File: src/sd_data_pkg.sv
package sd_data_pkg;

    // SD data bus and FIFO word.
    localparam int BUS_W            = 4;
    localparam int WORD_W           = 32;
    localparam int NIBBLES_PER_WORD = 8;

    // Per-line CRC16, CCITT polynomial, zero start value.
    localparam int               CRC_W    = 16;
    localparam logic [CRC_W-1:0] CRC_POLY = 16'h1021;

    // Block size in bytes.
    localparam int BLK_SIZE_W = 12;
    localparam int NIB_CNT_W  = BLK_SIZE_W + 1;  // Two nibbles per byte.

    // Counter index widths.
    localparam int NIB_IDX_W = $clog2(NIBBLES_PER_WORD);
    localparam int CRC_IDX_W = $clog2(CRC_W);

    // Read start bit window.
    localparam int TIMEOUT_CYCLES = 4096;
    localparam int TIMEOUT_W      = $clog2(TIMEOUT_CYCLES);

    // Block buffer FIFOs.
    localparam int FIFO_DEPTH = 16;
    localparam int FIFO_AW    = 4;

    typedef enum logic [3:0] {
        IDLE,
        WAIT_START,
        READ_DATA,
        READ_CRC,
        WRITE_START,
        WRITE_DATA,
        WRITE_CRC,
        WRITE_END,
        DONE,
        ERROR
    } data_state_t;

endpackage
File: src/buf_if.sv
`timescale 1ns/100ps

interface buf_if;
    import sd_data_pkg::*;

    // Transmit FIFO, head word shown combinationally.
    logic [WORD_W-1:0] tx_data;
    logic              tx_empty;
    logic              tx_rd_en;   // Pops one word per cycle.

    // Receive FIFO.
    logic [WORD_W-1:0] rx_data;
    logic              rx_wr_en;   // Pushes one word per cycle.
    logic              rx_full;

    modport ctrl (
        input  tx_data,
        input  tx_empty,
        output tx_rd_en,
        output rx_data,
        output rx_wr_en,
        input  rx_full
    );

    modport buffer (
        output tx_data,
        output tx_empty,
        input  tx_rd_en,
        input  rx_data,
        input  rx_wr_en,
        output rx_full
    );

endinterface

File: src/sd_data_top.sv
`timescale 1ns/100ps

module sd_data_top (
    input  logic                                clk,
    input  logic                                rst_n,
    input  logic                                cmd_done_i,
    input  logic                                resp_ready_i,
    input  logic                                crc_err_cmd_i,
    input  logic                                timeout_err_cmd_i,
    input  logic                                data_direction_i,
    input  logic [sd_data_pkg::BLK_SIZE_W-1:0]  block_size_i,
    input  logic [sd_data_pkg::BUS_W-1:0]       dat_i,
    input  logic                                host_wr_i,
    input  logic [sd_data_pkg::WORD_W-1:0]      host_wdata_i,
    input  logic                                host_rd_i,
    output logic [sd_data_pkg::BUS_W-1:0]       dat_o,
    output logic                                dat_oe_o,
    output logic                                sd_clk_en_o,
    output logic                                tx_full_o,
    output logic [sd_data_pkg::WORD_W-1:0]      host_rdata_o,
    output logic                                rx_empty_o,
    output logic                                data_busy_o,
    output logic                                data_done_o,
    output logic                                timeout_err_data_o,
    output logic                                crc_err_data_o
);
    import sd_data_pkg::*;

    logic                        crc_clr;
    logic                        crc_shift;
    logic [BUS_W-1:0]            crc_nibble;
    logic [BUS_W-1:0][CRC_W-1:0] crc_value;

    buf_if bif ();

    data_path_ctrl i_ctrl (
        .clk                (clk),
        .rst_n              (rst_n),
        .cmd_done_i         (cmd_done_i),
        .resp_ready_i       (resp_ready_i),
        .crc_err_cmd_i      (crc_err_cmd_i),
        .timeout_err_cmd_i  (timeout_err_cmd_i),
        .data_direction_i   (data_direction_i),
        .block_size_i       (block_size_i),
        .dat_i              (dat_i),
        .crc_value_i        (crc_value),
        .dat_o              (dat_o),
        .dat_oe_o           (dat_oe_o),
        .sd_clk_en_o        (sd_clk_en_o),
        .crc_clr_o          (crc_clr),
        .crc_shift_o        (crc_shift),
        .crc_nibble_o       (crc_nibble),
        .data_busy_o        (data_busy_o),
        .data_done_o        (data_done_o),
        .timeout_err_data_o (timeout_err_data_o),
        .crc_err_data_o     (crc_err_data_o),
        .bif                (bif)
    );

    crc16_lanes i_crc (
        .clk          (clk),
        .rst_n        (rst_n),
        .crc_clr_i    (crc_clr),
        .crc_shift_i  (crc_shift),
        .crc_nibble_i (crc_nibble),
        .crc_value_o  (crc_value)
    );

    block_buffer i_buf (
        .clk          (clk),
        .rst_n        (rst_n),
        .host_wr_i    (host_wr_i),
        .host_wdata_i (host_wdata_i),
        .host_rd_i    (host_rd_i),
        .tx_full_o    (tx_full_o),
        .host_rdata_o (host_rdata_o),
        .rx_empty_o   (rx_empty_o),
        .bif          (bif)
    );

endmodule

File: src/data_path_ctrl.sv
`timescale 1ns/100ps

module data_path_ctrl (
    input  logic                                                clk,
    input  logic                                                rst_n,
    input  logic                                                cmd_done_i,
    input  logic                                                resp_ready_i,
    input  logic                                                crc_err_cmd_i,
    input  logic                                                timeout_err_cmd_i,
    input  logic                                                data_direction_i,
    input  logic [sd_data_pkg::BLK_SIZE_W-1:0]                  block_size_i,
    input  logic [sd_data_pkg::BUS_W-1:0]                       dat_i,
    input  logic [sd_data_pkg::BUS_W-1:0][sd_data_pkg::CRC_W-1:0] crc_value_i,
    output logic [sd_data_pkg::BUS_W-1:0]                       dat_o,
    output logic                                                dat_oe_o,
    output logic                                                sd_clk_en_o,
    output logic                                                crc_clr_o,
    output logic                                                crc_shift_o,
    output logic [sd_data_pkg::BUS_W-1:0]                       crc_nibble_o,
    output logic                                                data_busy_o,
    output logic                                                data_done_o,
    output logic                                                timeout_err_data_o,
    output logic                                                crc_err_data_o,
    buf_if.ctrl                                                 bif
);
    import sd_data_pkg::*;

    data_state_t state;

    logic [NIB_CNT_W-1:0]          nib_cnt;
    logic [NIB_CNT_W-1:0]          nib_last;
    logic [TIMEOUT_W-1:0]          tmo_cnt;
    logic [WORD_W-1:0]             word_sr;
    logic [BUS_W-1:0][CRC_W-1:0]   crc_rx;      // CRC sent by the card.
    logic [CRC_IDX_W-1:0]          crc_bit_sel;
    logic                          push_pend;
    logic                          crc_err_q;
    logic                          tmo_err_q;

    logic start_req;
    logic bus_adv;
    logic last_nib;
    logic word_end;
    logic word_done;
    logic need_word;
    logic need_tx;
    logic stall_tx;
    logic stall_rx;
    logic crc_match;

    assign start_req = cmd_done_i && resp_ready_i && !crc_err_cmd_i && !timeout_err_cmd_i;
    assign last_nib  = (nib_cnt == nib_last);
    assign word_end  = (nib_cnt[NIB_IDX_W-1:0] == NIB_IDX_W'(NIBBLES_PER_WORD - 1));

    // Next transmit word is fetched on the eighth nibble of the current one.
    assign need_word = (state == WRITE_DATA) && word_end && !last_nib;
    assign need_tx   = (state == WRITE_START) || need_word;
    assign stall_tx  = need_tx && bif.tx_empty;
    assign stall_rx  = push_pend && bif.rx_full;

    // Card clock stops while the FIFOs cannot keep up.
    assign sd_clk_en_o = !(stall_tx || stall_rx);
    assign bus_adv     = sd_clk_en_o;

    assign word_done    = bus_adv && (state == READ_DATA) && word_end;
    assign bif.tx_rd_en = need_tx && !bif.tx_empty;
    assign bif.rx_wr_en = push_pend && !bif.rx_full;
    assign bif.rx_data  = word_sr;

    assign crc_clr_o    = (state == IDLE);
    assign crc_shift_o  = bus_adv && ((state == READ_DATA) || (state == WRITE_DATA));
    assign crc_nibble_o = (state == READ_DATA) ? dat_i : word_sr[WORD_W-1 -: BUS_W];
    assign crc_match    = (crc_rx == crc_value_i);
    assign crc_bit_sel  = CRC_IDX_W'(CRC_W - 1) - nib_cnt[CRC_IDX_W-1:0];  // MSB first.

    assign data_busy_o        = (state != IDLE) && (state != DONE) && (state != ERROR);
    assign data_done_o        = (state == DONE);
    assign crc_err_data_o     = crc_err_q;
    assign timeout_err_data_o = tmo_err_q;

    always_comb begin
        dat_o    = '0;
        dat_oe_o = 1'b0;
        case (state)
            WRITE_START: begin
                dat_oe_o = !bif.tx_empty;     // Start nibble once a word is ready.
            end
            WRITE_DATA: begin
                dat_o    = word_sr[WORD_W-1 -: BUS_W];
                dat_oe_o = 1'b1;
            end
            WRITE_CRC: begin
                for (int i = 0; i < BUS_W; i++) begin
                    dat_o[i] = crc_value_i[i][crc_bit_sel];
                end
                dat_oe_o = 1'b1;
            end
            WRITE_END: begin
                dat_o    = '1;
                dat_oe_o = 1'b1;
            end
            default: ;
        endcase
    end

    always_ff @(posedge clk) begin
        if (state == IDLE) begin
            nib_last <= {block_size_i, 1'b0} - NIB_CNT_W'(1);
        end
        if (bus_adv) begin
            case (state)
                READ_DATA: word_sr <= {word_sr[WORD_W-BUS_W-1:0], dat_i};
                READ_CRC: begin
                    for (int i = 0; i < BUS_W; i++) begin
                        crc_rx[i] <= {crc_rx[i][CRC_W-2:0], dat_i[i]};
                    end
                end
                WRITE_START: word_sr <= bif.tx_data;
                WRITE_DATA: begin
                    if (need_word) begin
                        word_sr <= bif.tx_data;
                    end else begin
                        word_sr <= {word_sr[WORD_W-BUS_W-1:0], {BUS_W{1'b0}}};
                    end
                end
                default: ;
            endcase
        end
    end

    always_ff @(posedge clk or negedge rst_n) begin
        if (!rst_n) begin
            state     <= IDLE;
            nib_cnt   <= '0;
            tmo_cnt   <= '0;
            push_pend <= 1'b0;
            crc_err_q <= 1'b0;
            tmo_err_q <= 1'b0;
        end else begin
            if (word_done) begin
                push_pend <= 1'b1;              // Push lands one cycle later.
            end else if (bif.rx_wr_en) begin
                push_pend <= 1'b0;
            end

            case (state)
                IDLE: begin
                    nib_cnt   <= '0;
                    tmo_cnt   <= '0;
                    crc_err_q <= 1'b0;
                    tmo_err_q <= 1'b0;
                    if (start_req) state <= data_direction_i ? WAIT_START : WRITE_START;
                end
                WAIT_START: begin
                    if (!dat_i[0]) begin
                        state <= READ_DATA;
                    end else if (tmo_cnt == TIMEOUT_W'(TIMEOUT_CYCLES - 1)) begin
                        tmo_err_q <= 1'b1;
                        state     <= ERROR;
                    end else begin
                        tmo_cnt <= tmo_cnt + TIMEOUT_W'(1);
                    end
                end
                READ_DATA, WRITE_DATA: begin
                    if (bus_adv) begin
                        if (last_nib) begin
                            nib_cnt <= '0;
                            state   <= (state == READ_DATA) ? READ_CRC : WRITE_CRC;
                        end else begin
                            nib_cnt <= nib_cnt + NIB_CNT_W'(1);
                        end
                    end
                end
                READ_CRC: begin
                    if (bus_adv) begin
                        if (nib_cnt == NIB_CNT_W'(CRC_W)) begin  // End bit.
                            crc_err_q <= !crc_match;
                            state     <= crc_match ? DONE : ERROR;
                        end else begin
                            nib_cnt <= nib_cnt + NIB_CNT_W'(1);
                        end
                    end
                end
                WRITE_START: if (bus_adv) state <= WRITE_DATA;
                WRITE_CRC: begin
                    if (bus_adv) begin
                        if (nib_cnt == NIB_CNT_W'(CRC_W - 1)) begin
                            state <= WRITE_END;
                        end else begin
                            nib_cnt <= nib_cnt + NIB_CNT_W'(1);
                        end
                    end
                end
                WRITE_END: if (bus_adv) state <= DONE;
                DONE, ERROR: if (!cmd_done_i) state <= IDLE;  // Flags held till then.
                default: state <= IDLE;
            endcase
        end
    end

endmodule

File: src/block_buffer.sv
`timescale 1ns/100ps

module block_buffer (
    input  logic                             clk,
    input  logic                             rst_n,
    input  logic                             host_wr_i,
    input  logic [sd_data_pkg::WORD_W-1:0]   host_wdata_i,
    input  logic                             host_rd_i,
    output logic                             tx_full_o,
    output logic [sd_data_pkg::WORD_W-1:0]   host_rdata_o,
    output logic                             rx_empty_o,
    buf_if.buffer                            bif
);
    import sd_data_pkg::*;

    logic [WORD_W-1:0]  tx_mem [FIFO_DEPTH];
    logic [FIFO_AW-1:0] tx_wr_ptr;
    logic [FIFO_AW-1:0] tx_rd_ptr;
    logic [FIFO_AW:0]   tx_count;
    logic               tx_push;
    logic               tx_pop;

    logic [WORD_W-1:0]  rx_mem [FIFO_DEPTH];
    logic [FIFO_AW-1:0] rx_wr_ptr;
    logic [FIFO_AW-1:0] rx_rd_ptr;
    logic [FIFO_AW:0]   rx_count;
    logic               rx_push;
    logic               rx_pop;

    // Host fills the transmit side, controller drains it.
    assign tx_full_o    = (tx_count == (FIFO_AW+1)'(FIFO_DEPTH));
    assign bif.tx_empty = (tx_count == '0);
    assign bif.tx_data  = tx_mem[tx_rd_ptr];     // Fall-through head.
    assign tx_push      = host_wr_i && !tx_full_o;
    assign tx_pop       = bif.tx_rd_en && !bif.tx_empty;

    // Controller fills the receive side, host drains it.
    assign bif.rx_full  = (rx_count == (FIFO_AW+1)'(FIFO_DEPTH));
    assign rx_empty_o   = (rx_count == '0);
    assign host_rdata_o = rx_mem[rx_rd_ptr];
    assign rx_push      = bif.rx_wr_en && !bif.rx_full;
    assign rx_pop       = host_rd_i && !rx_empty_o;

    always_ff @(posedge clk) begin
        if (tx_push) tx_mem[tx_wr_ptr] <= host_wdata_i;
        if (rx_push) rx_mem[rx_wr_ptr] <= bif.rx_data;
    end

    always_ff @(posedge clk or negedge rst_n) begin
        if (!rst_n) begin
            tx_wr_ptr <= '0;
            tx_rd_ptr <= '0;
            tx_count  <= '0;
            rx_wr_ptr <= '0;
            rx_rd_ptr <= '0;
            rx_count  <= '0;
        end else begin
            if (tx_push) tx_wr_ptr <= tx_wr_ptr + 1'b1;  // Wraps at depth.
            if (tx_pop)  tx_rd_ptr <= tx_rd_ptr + 1'b1;
            case ({tx_push, tx_pop})
                2'b10:   tx_count <= tx_count + 1'b1;
                2'b01:   tx_count <= tx_count - 1'b1;
                default: tx_count <= tx_count;
            endcase

            if (rx_push) rx_wr_ptr <= rx_wr_ptr + 1'b1;
            if (rx_pop)  rx_rd_ptr <= rx_rd_ptr + 1'b1;
            case ({rx_push, rx_pop})
                2'b10:   rx_count <= rx_count + 1'b1;
                2'b01:   rx_count <= rx_count - 1'b1;
                default: rx_count <= rx_count;
            endcase
        end
    end

endmodule

File: src/crc16_lanes.sv
`timescale 1ns/100ps

module crc16_lanes (
    input  logic                                                clk,
    input  logic                                                rst_n,
    input  logic                                                crc_clr_i,
    input  logic                                                crc_shift_i,
    input  logic [sd_data_pkg::BUS_W-1:0]                       crc_nibble_i,
    output logic [sd_data_pkg::BUS_W-1:0][sd_data_pkg::CRC_W-1:0] crc_value_o
);
    import sd_data_pkg::*;

    logic [BUS_W-1:0] feedback;

    // Each line carries its own bit of the nibble.
    always_comb begin
        for (int i = 0; i < BUS_W; i++) begin
            feedback[i] = crc_value_o[i][CRC_W-1] ^ crc_nibble_i[i];
        end
    end

    always_ff @(posedge clk or negedge rst_n) begin
        if (!rst_n) begin
            crc_value_o <= '0;
        end else if (crc_clr_i) begin
            crc_value_o <= '0;
        end else if (crc_shift_i) begin
            for (int i = 0; i < BUS_W; i++) begin
                crc_value_o[i] <= {crc_value_o[i][CRC_W-2:0], 1'b0} ^
                                  (feedback[i] ? CRC_POLY : '0);
            end
        end
    end

endmodule

File: config.mk
export PLATFORM = sky130hd
export DESIGN_NAME = sd_data_top
export DESIGN_NICKNAME = d
export VERILOG_FILES = /design/src/sd_data_pkg.sv /design/src/buf_if.sv /design/src/sd_data_top.sv /design/src/data_path_ctrl.sv /design/src/block_buffer.sv /design/src/crc16_lanes.sv
export SDC_FILE = /design/constraint.sdc
export NUM_CORES = 1
export LEC_CHECK = 0
export ABC_AREA = 1
export BUFFER_PORTS_ARGS = -buffer_cell sky130_fd_sc_hd__buf_4
export CAP_MARGIN = 30
export CORE_MARGIN = 1.5
export CORE_UTILIZATION = 35
export CTS_CLUSTER_DIAMETER = 50
export DETAILED_ROUTE_END_ITERATION = 10
export GPL_ROUTABILITY_DRIVEN = 0
export PLACE_DENSITY = 0.53
export SYNTH_ARGS = -nofsm -noshare
export SYNTH_HDL_FRONTEND = slang
export SYNTH_HIERARCHICAL = 1
export SYNTH_SLANG_ARGS = --single-unit
File: constraint.sdc
create_clock -name clk -period 4.6 [get_ports clk]
set_input_delay 0.23 -clock clk [delete_from_list [all_inputs] [get_ports clk]]
set_output_delay 0.23 -clock clk [all_outputs]
set_load 0.01 [all_outputs]
# ---- Word-level counts from Yosys, hierarchy flattened
# Memory sizes are Yosys's and may differ from the RTL's.
# Cells that the tools add are included.
dict set report classes {
  n_eq_ne 39
  reduce_logical 52
  mux 59
  addsub 12
  magnitude_cmp 1
  bitwise_logic 9
}
# op count
set op_table {}
lappend op_table {{$mux W13} 10}
lappend op_table {{$mux W64} 2}
lappend op_table {{$pmux W32 S3} 1}
lappend op_table {{$eq A64 B64 Y1} 1}
lappend op_table {{$xor A16 B16 Y16} 4}
lappend op_table {{$mux W4} 13}
lappend op_table {{$pmux W13 S4} 1}
lappend op_table {{$mux W32} 1}
lappend op_table {{$pmux W4 S8} 1}
lappend op_table {{$mux W12} 2}
lappend op_table {{$pmux W12 S2} 1}
lappend op_table {{$ne A2 B2 Y1 const B} 10}
lappend op_table {{$pmux W5 S2} 2}
lappend op_table {{$logic_and A1 B1 Y1} 18}
lappend op_table {{$add A4 B1 Y4 const B} 4}
lappend op_table {{$bmux W1 S4} 4}
lappend op_table {{$eq A4 B3 Y1 const B} 4}
lappend op_table {{$mux W1} 15}
lappend op_table {{$add A13 B1 Y13 const B} 1}
lappend op_table {{$eq A13 B13 Y1} 1}
lappend op_table {{$eq A13 B4 Y1 const B} 1}
lappend op_table {{$eq A13 B5 Y1 const B} 1}
lappend op_table {{$sub A13 B1 Y13 const B} 1}
lappend op_table {{$add A12 B1 Y12 const B} 1}
lappend op_table {{other kinds (33)} 72}
dict set report totals {
  inputBits 57
  n_memories 2
  out_inout_bits 44
  reg_bits 231
  ram_bits 1024
}
# memory words width read_ports rd_clocked_by_memory_dff wr line_no
set memory_table {}
lappend memory_table {i_buf.rx_mem 16 32 1 0 1 block_buffer.sv:23} ;# logic [WORD_W-1:0] rx_mem [FIFO_DEPTH];
lappend memory_table {i_buf.tx_mem 16 32 1 0 1 block_buffer.sv:16} ;# logic [WORD_W-1:0] tx_mem [FIFO_DEPTH];

# ---- Depth between registers and ports, before layout
# Gate-level depths: netlist (run 1).
dict set report logic_depth {
  depth_word 10
  depth_mapped 23
}

# ---- Modules after synthesis
# The synthesis (run 1) kept the hierarchy.
# mod area_each_um2 n_inst cells_each
set modules_own_cells {}
lappend modules_own_cells {block_buffer 44421.4 1 4226}
lappend modules_own_cells {data_path_ctrl 8296.7 1 1021}
lappend modules_own_cells {crc16_lanes 2837.7 1 265}

# ---- Worst setup path before layout (run 1)
# OpenSTA, ideal clock, no wires.
dict set report synth_timing {
  kind {register to register}
  start {register i_ctrl.nib_cnt[2]}
  end {register i_ctrl/crc_rx[0] (netlist bit) (enable)}
  path_stages_with_launch 14
  t_required_ns 4.114
  t_arrival_ns 3.889
  setup_time_ns 0.486
  slack_ns 0.225
  synth_period_minus_slack_ns 4.375
  path_cell_list {dfrtp_1 > buf_4 > inv_2 > nand2_1 > nand2_1 > inv_1 > nand3_1 > nor2_1 > nand2_1 > nand2_2 > nand2_4 > nand2_4 > nand2_4 > nor2_1}
}
dict set report synth_between {
  elab_chain_len 8
  elab_cells_between_ends 10
}
# element line_no
set synth_lines {}
lappend synth_lines {{start, declared} data_path_ctrl.sv:30} ;# logic [NIB_CNT_W-1:0] nib_cnt;
lappend synth_lines {{start signal, assigned} data_path_ctrl.sv:170} ;# nib_cnt <= nib_cnt + NIB_CNT_W'(1);
lappend synth_lines {{start signal, assigned} data_path_ctrl.sv:180} ;# nib_cnt <= nib_cnt + NIB_CNT_W'(1);
lappend synth_lines {{start signal, assigned} data_path_ctrl.sv:190} ;# nib_cnt <= nib_cnt + NIB_CNT_W'(1);
lappend synth_lines {{$eq A13 B13 Y1 or $eq A3 B3 Y1 (tied branches)} {data_path_ctrl.sv:52, data_path_ctrl.sv:53}}
lappend synth_lines {{$logic_not A1 Y1 or $logic_and A1 B1 Y1 (tied branches)} data_path_ctrl.sv:56} ;# assign need_word = (state == WRITE_DATA) && word_end && !last_nib;
lappend synth_lines {{$logic_and A1 B1 Y1 (*)} data_path_ctrl.sv:56}
lappend synth_lines {{$logic_or A1 B1 Y1 (*)} data_path_ctrl.sv:57} ;# assign need_tx = (state == WRITE_START) || need_word;
lappend synth_lines {{$logic_and A1 B1 Y1 (*)} data_path_ctrl.sv:58} ;# assign stall_tx = need_tx && bif.tx_empty;
lappend synth_lines {{$logic_or A1 B1 Y1 (*)} data_path_ctrl.sv:62} ;# assign sd_clk_en_o = !(stall_tx || stall_rx);
lappend synth_lines {{$not A1 Y1 (no line) (*)} --}
lappend synth_lines {{$reduce_and A2 Y1 (no line) (*)} --}
lappend synth_lines {{end signal, assigned by index} data_path_ctrl.sv:115} ;# crc_rx[i] <= {crc_rx[i][CRC_W-2:0], dat_i[i]};
lappend synth_lines {{end, declared} data_path_ctrl.sv:34} ;# logic [BUS_W-1:0][CRC_W-1:0] crc_rx;
# Mark *: on every way between the ends. The rest lies on a longest branch, timed or not.
# A chain may end at the register's enable or synchronous reset.

# ---- Final worst setup path (run 1)
dict set report layout_timing {
  start {register i_ctrl.state[0]}
  end {register i_ctrl.state[2]}
}
dict set report layout_between {
  elab_cells_between_ends 33
}
# element line_no
set layout_lines {}
lappend layout_lines {{start, declared} data_path_ctrl.sv:28} ;# data_state_t state;
lappend layout_lines {{start signal, assigned} data_path_ctrl.sv:152} ;# if (start_req) state <= data_direction_i ? WAIT_START : WRITE_START;
lappend layout_lines {{start signal, assigned} data_path_ctrl.sv:168} ;# state <= (state == READ_DATA) ? READ_CRC : WRITE_CRC;
lappend layout_lines {{start signal, assigned} data_path_ctrl.sv:178} ;# state <= crc_match ? DONE : ERROR;
lappend layout_lines {{$logic_not A4 Y1 (*)} --}
lappend layout_lines {{net crc_clr} sd_data_top.sv:29} ;# logic crc_clr;
lappend layout_lines {{$ne A2 B1 Y1 (no line)} --}
lappend layout_lines {{$reduce_and A11 Y1 (no line)} --}
# Mark *: on every way through the listed nets, which the timed path passes. The rest lies on a longest branch. The select of a mux whose other input is x is not followed.

==> results.txt, run 1 <==
----------------------------------------------------
[Floorplanning]
  Die width ... 401 um
  Core box area ... 158000 um2
  Initial standard-cell utilization of the core ... 35.2%
  Die Y ... roughly 400 um
  Num ports ... around 100
  Die area ... 161000 um2
  Rows ... 146

[Placed design]
  DP Wirelength ... ~85000 um
  # port buffers ... 100

[Logic synthesis]
  Biggest area consumer among synthesized cells ... edfxtp_1
  Most frequently used flop master after synthesis ... edfxtp_1
  Share of the synthesized area in the top cell type ... 61.2%
  Per-instance average area after synthesis ... 10.1 um2
  Cell area after technology mapping ... approximately 56000 um2
  Count of different cell masters after synthesis ... 41
  YS warnings ... 6
  Net count of the mapped netlist ... 5594
  Dominant cells by area after synthesis ... edfxtp_1, nand2_1, dfrtp_1, nand3_1, inv_1
  Number of enable flip-flop cells after synthesis ... 1132
  Yosys reg bits ... 1254
  Count of mapped cells out of synthesis ... 5512
  Share of async-settable or async-resettable flops after synthesis ... 9.73%
  Most common cell in the synthesized netlist ... nand2_1
  Sequential cell area fraction in the yosys report ... 66.7%
  Synth cell count leaders ... nand2_1, edfxtp_1, inv_1

[Routing]
  Remaining routing DRC violations ... 0
  Total iterations of the first detailed-routing run ... 5
  Via/cell ratio ... 4.73
  Total Routed Length ... approximately 150000 um
  Post-detailed-route wirelength per cell ... 18.4 um
  Number of routed nets with antenna violations ... 0
  Via count of the routed design ... approximately 37000
  Count of routing violations after the opening detailed-route iteration ... 2826

[CTS]
  Number of clock sinks seen by CTS ... 1254
  Buffer depth of the longest clock path ... 3
  Root Buffer ... clkbuf_16
  Number of resized instances in the post-cts repair step ... 0
  Clock H-tree levels ... 4
  Clock-pin transition on the worst setup and hold timing paths ... approximately 0.050 ns
  TritonCTS Buffers ... 154
  Worst skew pair latency ... 0.79 ns
  Clock tree from TritonCTS ... done

[Power and ir drop]
  Power density of the placed cells ... 622 nW/um2
  Leak pwr ... 26.5 nW
  Worst vdd rail ir drop ... 417 uV

[Run]
  Max-Cap Viols ... 0

[Global route]
  Wire length of the first global-routing pass ... 222000 um
  Number of antenna violations at the first check in global routing ... 11
  Global-route usage over all layers ... 18.0%
  Grt total ovfl ... 0
  Number of global-route vias before repair ... 36241
  Maximum number of pins on one net before global-route repair ... 180

[STA]
  Final max-slew violation count ... 0
  Maximum operating frequency ... 253 MHz
  Share of the cycle needed by the critical path after routing ... 85.8%
  Clock tree skew after final layout ... 0.0508 ns
  Total setup violations reported at the end of the flow ... 0
  Setup repair after global routing missed its margin ... no
  Worst Max-Slew Pin Slew ... 1.02 ns
  Relative slew margins ... 31.6%
  Final Hold Vio Count ... 0
  Total Neg Setup Slack ... 0 ns
  Final Critical Period ... 3.95 ns

[Setup path]
  Startpoint class of the critical path ... flop
  Maximum net fanout on the critical path ... 17
  Worst setup path class ... flop to flop
  Required arrival time at the worst endpoint ... around 5.3 ns
  Crit path DAT ... 4.62 ns
  Kind of end point of the critical path ... flop

[Final layout]
  Area delta synth->final ... 16.1%
  Final net count ... between 5000 and 6000
  Final standard cell utilization of the core ... 40.8%
  Share of cells above drive strength 1 ... about a tenth

[Hold path]
  Path category of the worst min-delay check ... input port to flop

[Outcome]
  Result of the run ... finished, final reports clean

----------------------------------------------------
[layout by cell type, fill, tap and decap left out, types with 4 or more instances in the layout]
cell type and count:
inv_6 11, clkinv_2 15, nor2_4 38, clkbuf_1 29, nor2_1 509, dlygate4sd3_1 68, clkinv_1 31, buf_12 12
dfrtp_2 4, clkbuf_16 154, bufinv_16 7, o22ai_2 40, clkinv_4 5, clkinv_16 8, o22ai_1 7, clkbuf_8 4
dfrtp_1 116, a21oi_1 35, nor3_1 13, clkinvlp_4 10, nand2_2 7, inv_1 625, nand2_4 5, xor2_1 46
buf_4 168, o21ai_0 74, ha_1 23, nand3b_1 7, xnor2_1 9, nand2_1 2009, inv_2 18, mux2_2 28
edfxtp_1 1132, nand4_1 12, nor2_2 5, buf_16 8, nand3_1 490
[per-stage QoR]
| stage | std cells | hold slack, ns | instance area (um2) | total power (W) | setup WS [ns] |
|---|---|---|---|---|---|
| 6_report | 7890 | 0.179 | 64500 | 0.0401 | 0.653 |
| 5_1_grt | 7888 | 0.157 | 64500 | 0.0426 | 0.398 |
| 4_1_cts | 7885 | 0.121 | 64500 | 0.0406 | 0.669 |
| 3_5_place_dp | 7539 | 0.422 | 58800 | 0.0287 | 1.19 |
| 3_3_place_gp | 7528 | 0.420 | 58600 | 0.0286 | 1.22 |
| 2_1_floorplan | 5512 | -0.0656 | 55600 | 0.0238 | 0.225 |
[timing repair]
| item | in CTS | in global routing |
|---|---|---|
| buffers inserted | 0 | 0 |
| hold endpoints to repair | 640 | 7 |
| hold buffers | 67 | 1 |
[cells by family (layout without fill, tap and decap cells)]
kind of cell	count (synthesis)	after routing	synth area share [%]
AOI/OAI and AO/OA	172	172	2.20
muxes	28	28	0.568
DFF	1254	1254	66.7
other	0	3	0
buffers and inverters	878	1181	6.70
adders and majority gates	25	25	0.590
and+or+nand+nor	3100	3100	22.4
xor gates and xnor gates	55	55	0.867
[registers in the layout (all words and copies together), names as in the netlist]
name and count:
i_buf/rx_mem 512, i_buf/tx_mem 512, i_crc/crc_value_o 64, i_ctrl/crc_rx 64, i_ctrl/bif.rx_data 32, i_ctrl/nib_cnt 13
i_ctrl/nib_last 12, i_ctrl/tmo_cnt 12, i_buf/rx_count 5, i_buf/tx_count 5, i_buf/rx_rd_ptr 4, i_buf/rx_wr_ptr 4
i_buf/tx_rd_ptr 4, i_buf/tx_wr_ptr 4, i_ctrl/state 4, i_ctrl/crc_err_data_o 1, i_ctrl/push_pend 1, i_ctrl/timeout_err_data_o 1
[final timing paths]
| kind | from | end | slack (ns) | cells past startpoint |
|---|---|---|---|---|
| max in group asynchronous | rst_n | i_crc/crc_value_o[35] | 3.28 | 4 |
| worst min-delay path | dat_i[1] | i_ctrl/crc_rx[16] | 0.18 | 2 |
| worst min register to register | i_ctrl/crc_rx[40] | i_ctrl/crc_rx[41] | 0.46 | 0 |
| worst max register to register | i_ctrl/state[0] | i_ctrl/state[2] | 0.65 | 12 |
| min in group asynchronous | rst_n | i_crc/crc_value_o[20] | 0.51 | 3 |
| worst max-delay path | i_ctrl/state[0] | i_ctrl/state[2] | 0.65 | 12 |
[power breakdown]
group / internal [W] / switching (W) / leakage (nW) / total (W)
Clock: 0.00672 / 0.00499 / 2.38 / 0.0117
Sequential: 0.0143 / 0.00161 / 11.9 / 0.0159
Combinational: 0.00380 / 0.00871 / 12.2 / 0.0125
Total: 0.0248 / 0.0153 / 26.5 / 0.0401
[critical path, cell delays in order, from the launching register on]
cell           delay, ns
dfrtp_1             0.50
nor2_1              0.22
nand2_1             0.36
inv_1               0.28
buf_4               0.31
o31ai_1             0.14
dlygate4sd3_1       0.60
nand4_1             0.09
inv_1               0.09
nand3_1             0.09
dlygate4sd3_1       0.55
nand2_1             0.05
dlygate4sd3_1       0.54
[layout make-up]
type	instances	area [um2]
Clock inverter	92	955
Timing Repair Buffer	257	2410
Multi-Input combinational cell	3380	15000
Clock buffer	187	4020
Tap cell	2072	2590
Fill cell	15120	93500
Sequential cell	1254	37100
Inverter	645	2430
Antenna cell	3	7.51
[layer usage]
layer	GRT usage, %	vias up	part of all wire [%]
met4	4.76	10	1.9
met2	29.7	797	47
met5	0	-	0.040
met3	2.69	191	4.6
met1	24.8	18125	46
li1	-	18204	-
No activity file was read; power rests on OpenSTA's default activity.
==> inputs of run 2 (changes only) <==
--- a/config.mk
+++ b/config.mk
@@ -13,7 +13,7 @@
 export CTS_CLUSTER_DIAMETER = 50
 export DETAILED_ROUTE_END_ITERATION = 10
 export GPL_ROUTABILITY_DRIVEN = 0
-export PLACE_DENSITY = 0.53
+export PLACE_DENSITY = 0.51
 export SYNTH_ARGS = -nofsm -noshare
 export SYNTH_HDL_FRONTEND = slang
 export SYNTH_HIERARCHICAL = 1
==> constraint.sdc (replaced) <==
create_clock -name clk -period 5.1 [get_ports clk]
set_input_delay 0.255 -clock clk [delete_from_list [all_inputs] [get_ports clk]]
set_output_delay 0.255 -clock clk [all_outputs]
set_load 0.01 [all_outputs]
==> run 2 against run 1 <==
Net effect: cell count shrank 0.19%; non-clock buffer count shrank 9; critical endpoint is now host_rdata_o[1]; global-route usage grew 0.16 points; wire length grew 0.80%.
==> results.txt, run 2 (synthesis gave the netlist of run 1 again) <==
----------------------------------------------------
[Outcome]
  Result of the run ... finished, final reports clean

[Routing]
  Total iterations of the first detailed-routing run ... 5 (unchanged)
  Via/cell ratio ... 4.70 (-0.61%)
  Post-detailed-route wirelength per cell ... 18.6 um (+0.99%)
  Number of routed nets with antenna violations ... 0 (unchanged)
  Remaining routing DRC violations ... 0 (unchanged)
  Count of routing violations after the opening detailed-route iteration ... 2534 (-10%)
  Total Routed Length ... 147000 um (+0.80%)
  Via count of the routed design ... 37027 (-0.80%)

[Setup path]
  Slowest library cell on the worst path ... dfrtp_4
  Beginning of the critical path ... i_buf/rx_rd_ptr[0]
  Kind of end point of the critical path ... output port
  Crit path DAT ... 3.76 ns (-0.86 ns)
  R2R Path Start ... i_ctrl/nib_cnt[1]
  Chain of cells forming the critical path ... buf_4 -> buf_4 -> nand2_1 -> nand3_1 -> nand2_1 -> nor2_1 -> nand2_1 -> nand2_1 -> buf_4
  Worst setup path class ... flop to output port
  Crit path top cell by count ... nand2_1
  R2R setup slack ... 1.68 ns (+1.03 ns)
  Worst Reg2Reg Path Length in Cells ... 14 (+2)
  Worst path buffer plus inverter count ... 3 (-3)
  Maximum net fanout on the critical path ... 65 (+48)
  Startpoint class of the critical path ... flop
  CP top delay family ... buffers and inverters
  Slowest stage delay, CP ... 0.86 ns (+0.26 ns)
  Required arrival time at the worst endpoint ... 4.85 ns (-0.42 ns)
  Reg2reg end ... i_crc/crc_value_o[18]

[Hold path]
  Worst hold endpoint ... i_ctrl/state[1]
  Path category of the worst min-delay check ... input port to flop
  Min-Delay Path Depth ... 6 (+4)
  Min-delay src ... timeout_err_cmd_i

[Final layout]
  Most frequent cells in the layout ... nand2_1, edfxtp_1, inv_1, nor2_1, nand3_1
  Most common cell after layout, fill and taps aside ... nand2_1
  Final net count ... 5763 (-0.19%)
  Share of cells above drive strength 1 ... 9.68% (+0.028 points)
  Largest registers ... i_buf/rx_mem: 512 flops, i_buf/tx_mem: 512 flops
  Final standard cell utilization of the core ... 40.7% (-0.10 points)
  Filler Cells Inserted ... 15219 (+0.65%)
  Combined area of the multi-input logic cells ... 15000 um2 (unchanged)
  Area delta synth->final ... 15.8%
  Seq. cell area ... 37100 um2 (about the same)
  Count of placed standard cells in the final layout, fillers left out ... 7875 (-0.19%)

[Floorplanning]
  Die width ... 401 um (unchanged)
  Rows ... 146 (unchanged)
  Initial standard-cell utilization of the core ... 35.2% (unchanged)
  Die Y ... 401 um (unchanged)
  Core box area ... 158000 um2 (unchanged)
  Num ports ... 101 (unchanged)
  Die area ... 161000 um2 (unchanged)

[STA]
  Clock tree skew after final layout ... 0.0480 ns (-0.00280 ns)
  Maximum operating frequency ... 249 MHz
  Worst path setup slack after routing ... 1.08 ns (+0.430 ns)
  Total Neg Setup Slack ... 0 ns (unchanged)
  Final Hold Vio Count ... 0 (unchanged)
  Relative slew margins ... 30.4% (-1.2 points)
  Total setup violations reported at the end of the flow ... 0 (unchanged)
  Setup repair after global routing missed its margin ... no
  Final Critical Period ... 4.02 ns
  Worst Max-Slew Pin Slew ... 1.04 ns (+0.0189 ns)
  Final max-slew violation count ... 0 (unchanged)
  Share of the cycle needed by the critical path after routing ... about four fifths

[Power and ir drop]
  Worst vdd rail ir drop ... 326 uV (-22%)
  Power density of the placed cells ... 561 nW/um2 (-9.8%)
  Leak pwr ... 26.4 nW (-0.14%)

[CTS]
  TritonCTS Buffers ... 152 (-1.3%)
  Clock-pin transition on the worst setup and hold timing paths ... 0.06 ns (about the same)
  Clock tree from TritonCTS ... done
  Number of resized instances in the post-cts repair step ... 0 (unchanged)
  Clock H-tree levels ... 4 (unchanged)
  Worst skew pair latency ... 0.81 ns (+0.02 ns)
  Root Buffer ... clkbuf_16
  Number of post-CTS setup repair buffers ... 0 (unchanged)
  CTS Hold Buffers Added ... 61 (-9.0%)
  Number of clock sinks seen by CTS ... 1254 (unchanged)
  Buffer depth of the longest clock path ... 3 (unchanged)

[Global route]
  Number of global-route vias before repair ... 35397 (-2.3%)
  Wire length of the first global-routing pass ... 222000 um (about the same)
  Maximum number of pins on one net before global-route repair ... 110 (-39%)
  Global-route usage over all layers ... 18.2% (+0.16 points)
  Grt total ovfl ... 0 (unchanged)
  Number of antenna violations at the first check in global routing ... 18 (+7)

[Run]
  Max-Cap Viols ... 0 (unchanged)

[Placed design]
  DP Wirelength ... 83800 um (-1.8%)
  Cell total after placement ... 7535 (-0.053%)
  # port buffers ... 100 (unchanged)
  Pre-CTS setup slack ... 1.71 ns (+0.520 ns)

----------------------------------------------------
run 2: final cells by class:
| cell class | count | area share (%) |
|---|---|---|
| inverters | 645 | 3.78 |
| repair buffers | 248 | 3.49 |
| well taps | 2072 | 4.03 |
| clock inverters | 81 | 1.41 |
| clock buffers | 190 | 6.31 |
| flip-flops and latches | 1254 | 57.6 |
| multi-input cells | 3380 | 23.4 |
| diodes | 5 | 0.0194 |
run 2: power by group:
| part | switching [W] | total, W | leakage [nW] | internal [W] |
|---|---|---|---|---|
| Clock | 0.00444 | 0.0106 | 2.40 | 0.00619 |
| Sequential | 0.00132 | 0.0142 | 11.9 | 0.0129 |
| Combinational | 0.00788 | 0.0112 | 12.2 | 0.00336 |
run 2: stage by stage:
step	cell area, um2	hold WS [ns]	power (W)
2_1_floorplan	55600	-0.0406	0.0215
3_3_place_gp	58500	0.349	0.0256
3_5_place_dp	58700	0.353	0.0257
4_1_cts	64300	0.00118	0.0365
5_1_grt	64400	0.0437	0.0383
6_report	64400	0.0310	0.0361
run 2: worst min-delay path: cells and delay by family:
| kind | cells | cell delay (ns) |
|---|---|---|
| simple gates | 3 | 0.26 |
| buf+inv | 2 | 0.16 |
| compound gates | 1 | 0.10 |
run 2: worst max path at each step:
stage | endpoint | cells after the start
final | host_rdata_o[1] | 9
after detailed placement | i_crc/crc_value_o[16] | 14
after global placement | i_crc/crc_value_o[22] | 14
after floorplan | i_ctrl/crc_rx[0] | 13
after global routing | host_rdata_o[19] | 9
after CTS | host_rdata_o[30] | 9
run 2: routing by layer:
layer,wire length (um),vias to the layer above,global-route usage (%)
li1,-,18179,-
met1,67100,17853,24.6
met2,69800,773,30.1
met3,6530,208,3.12
met4,2990,14,4.67
met5,80,-,0
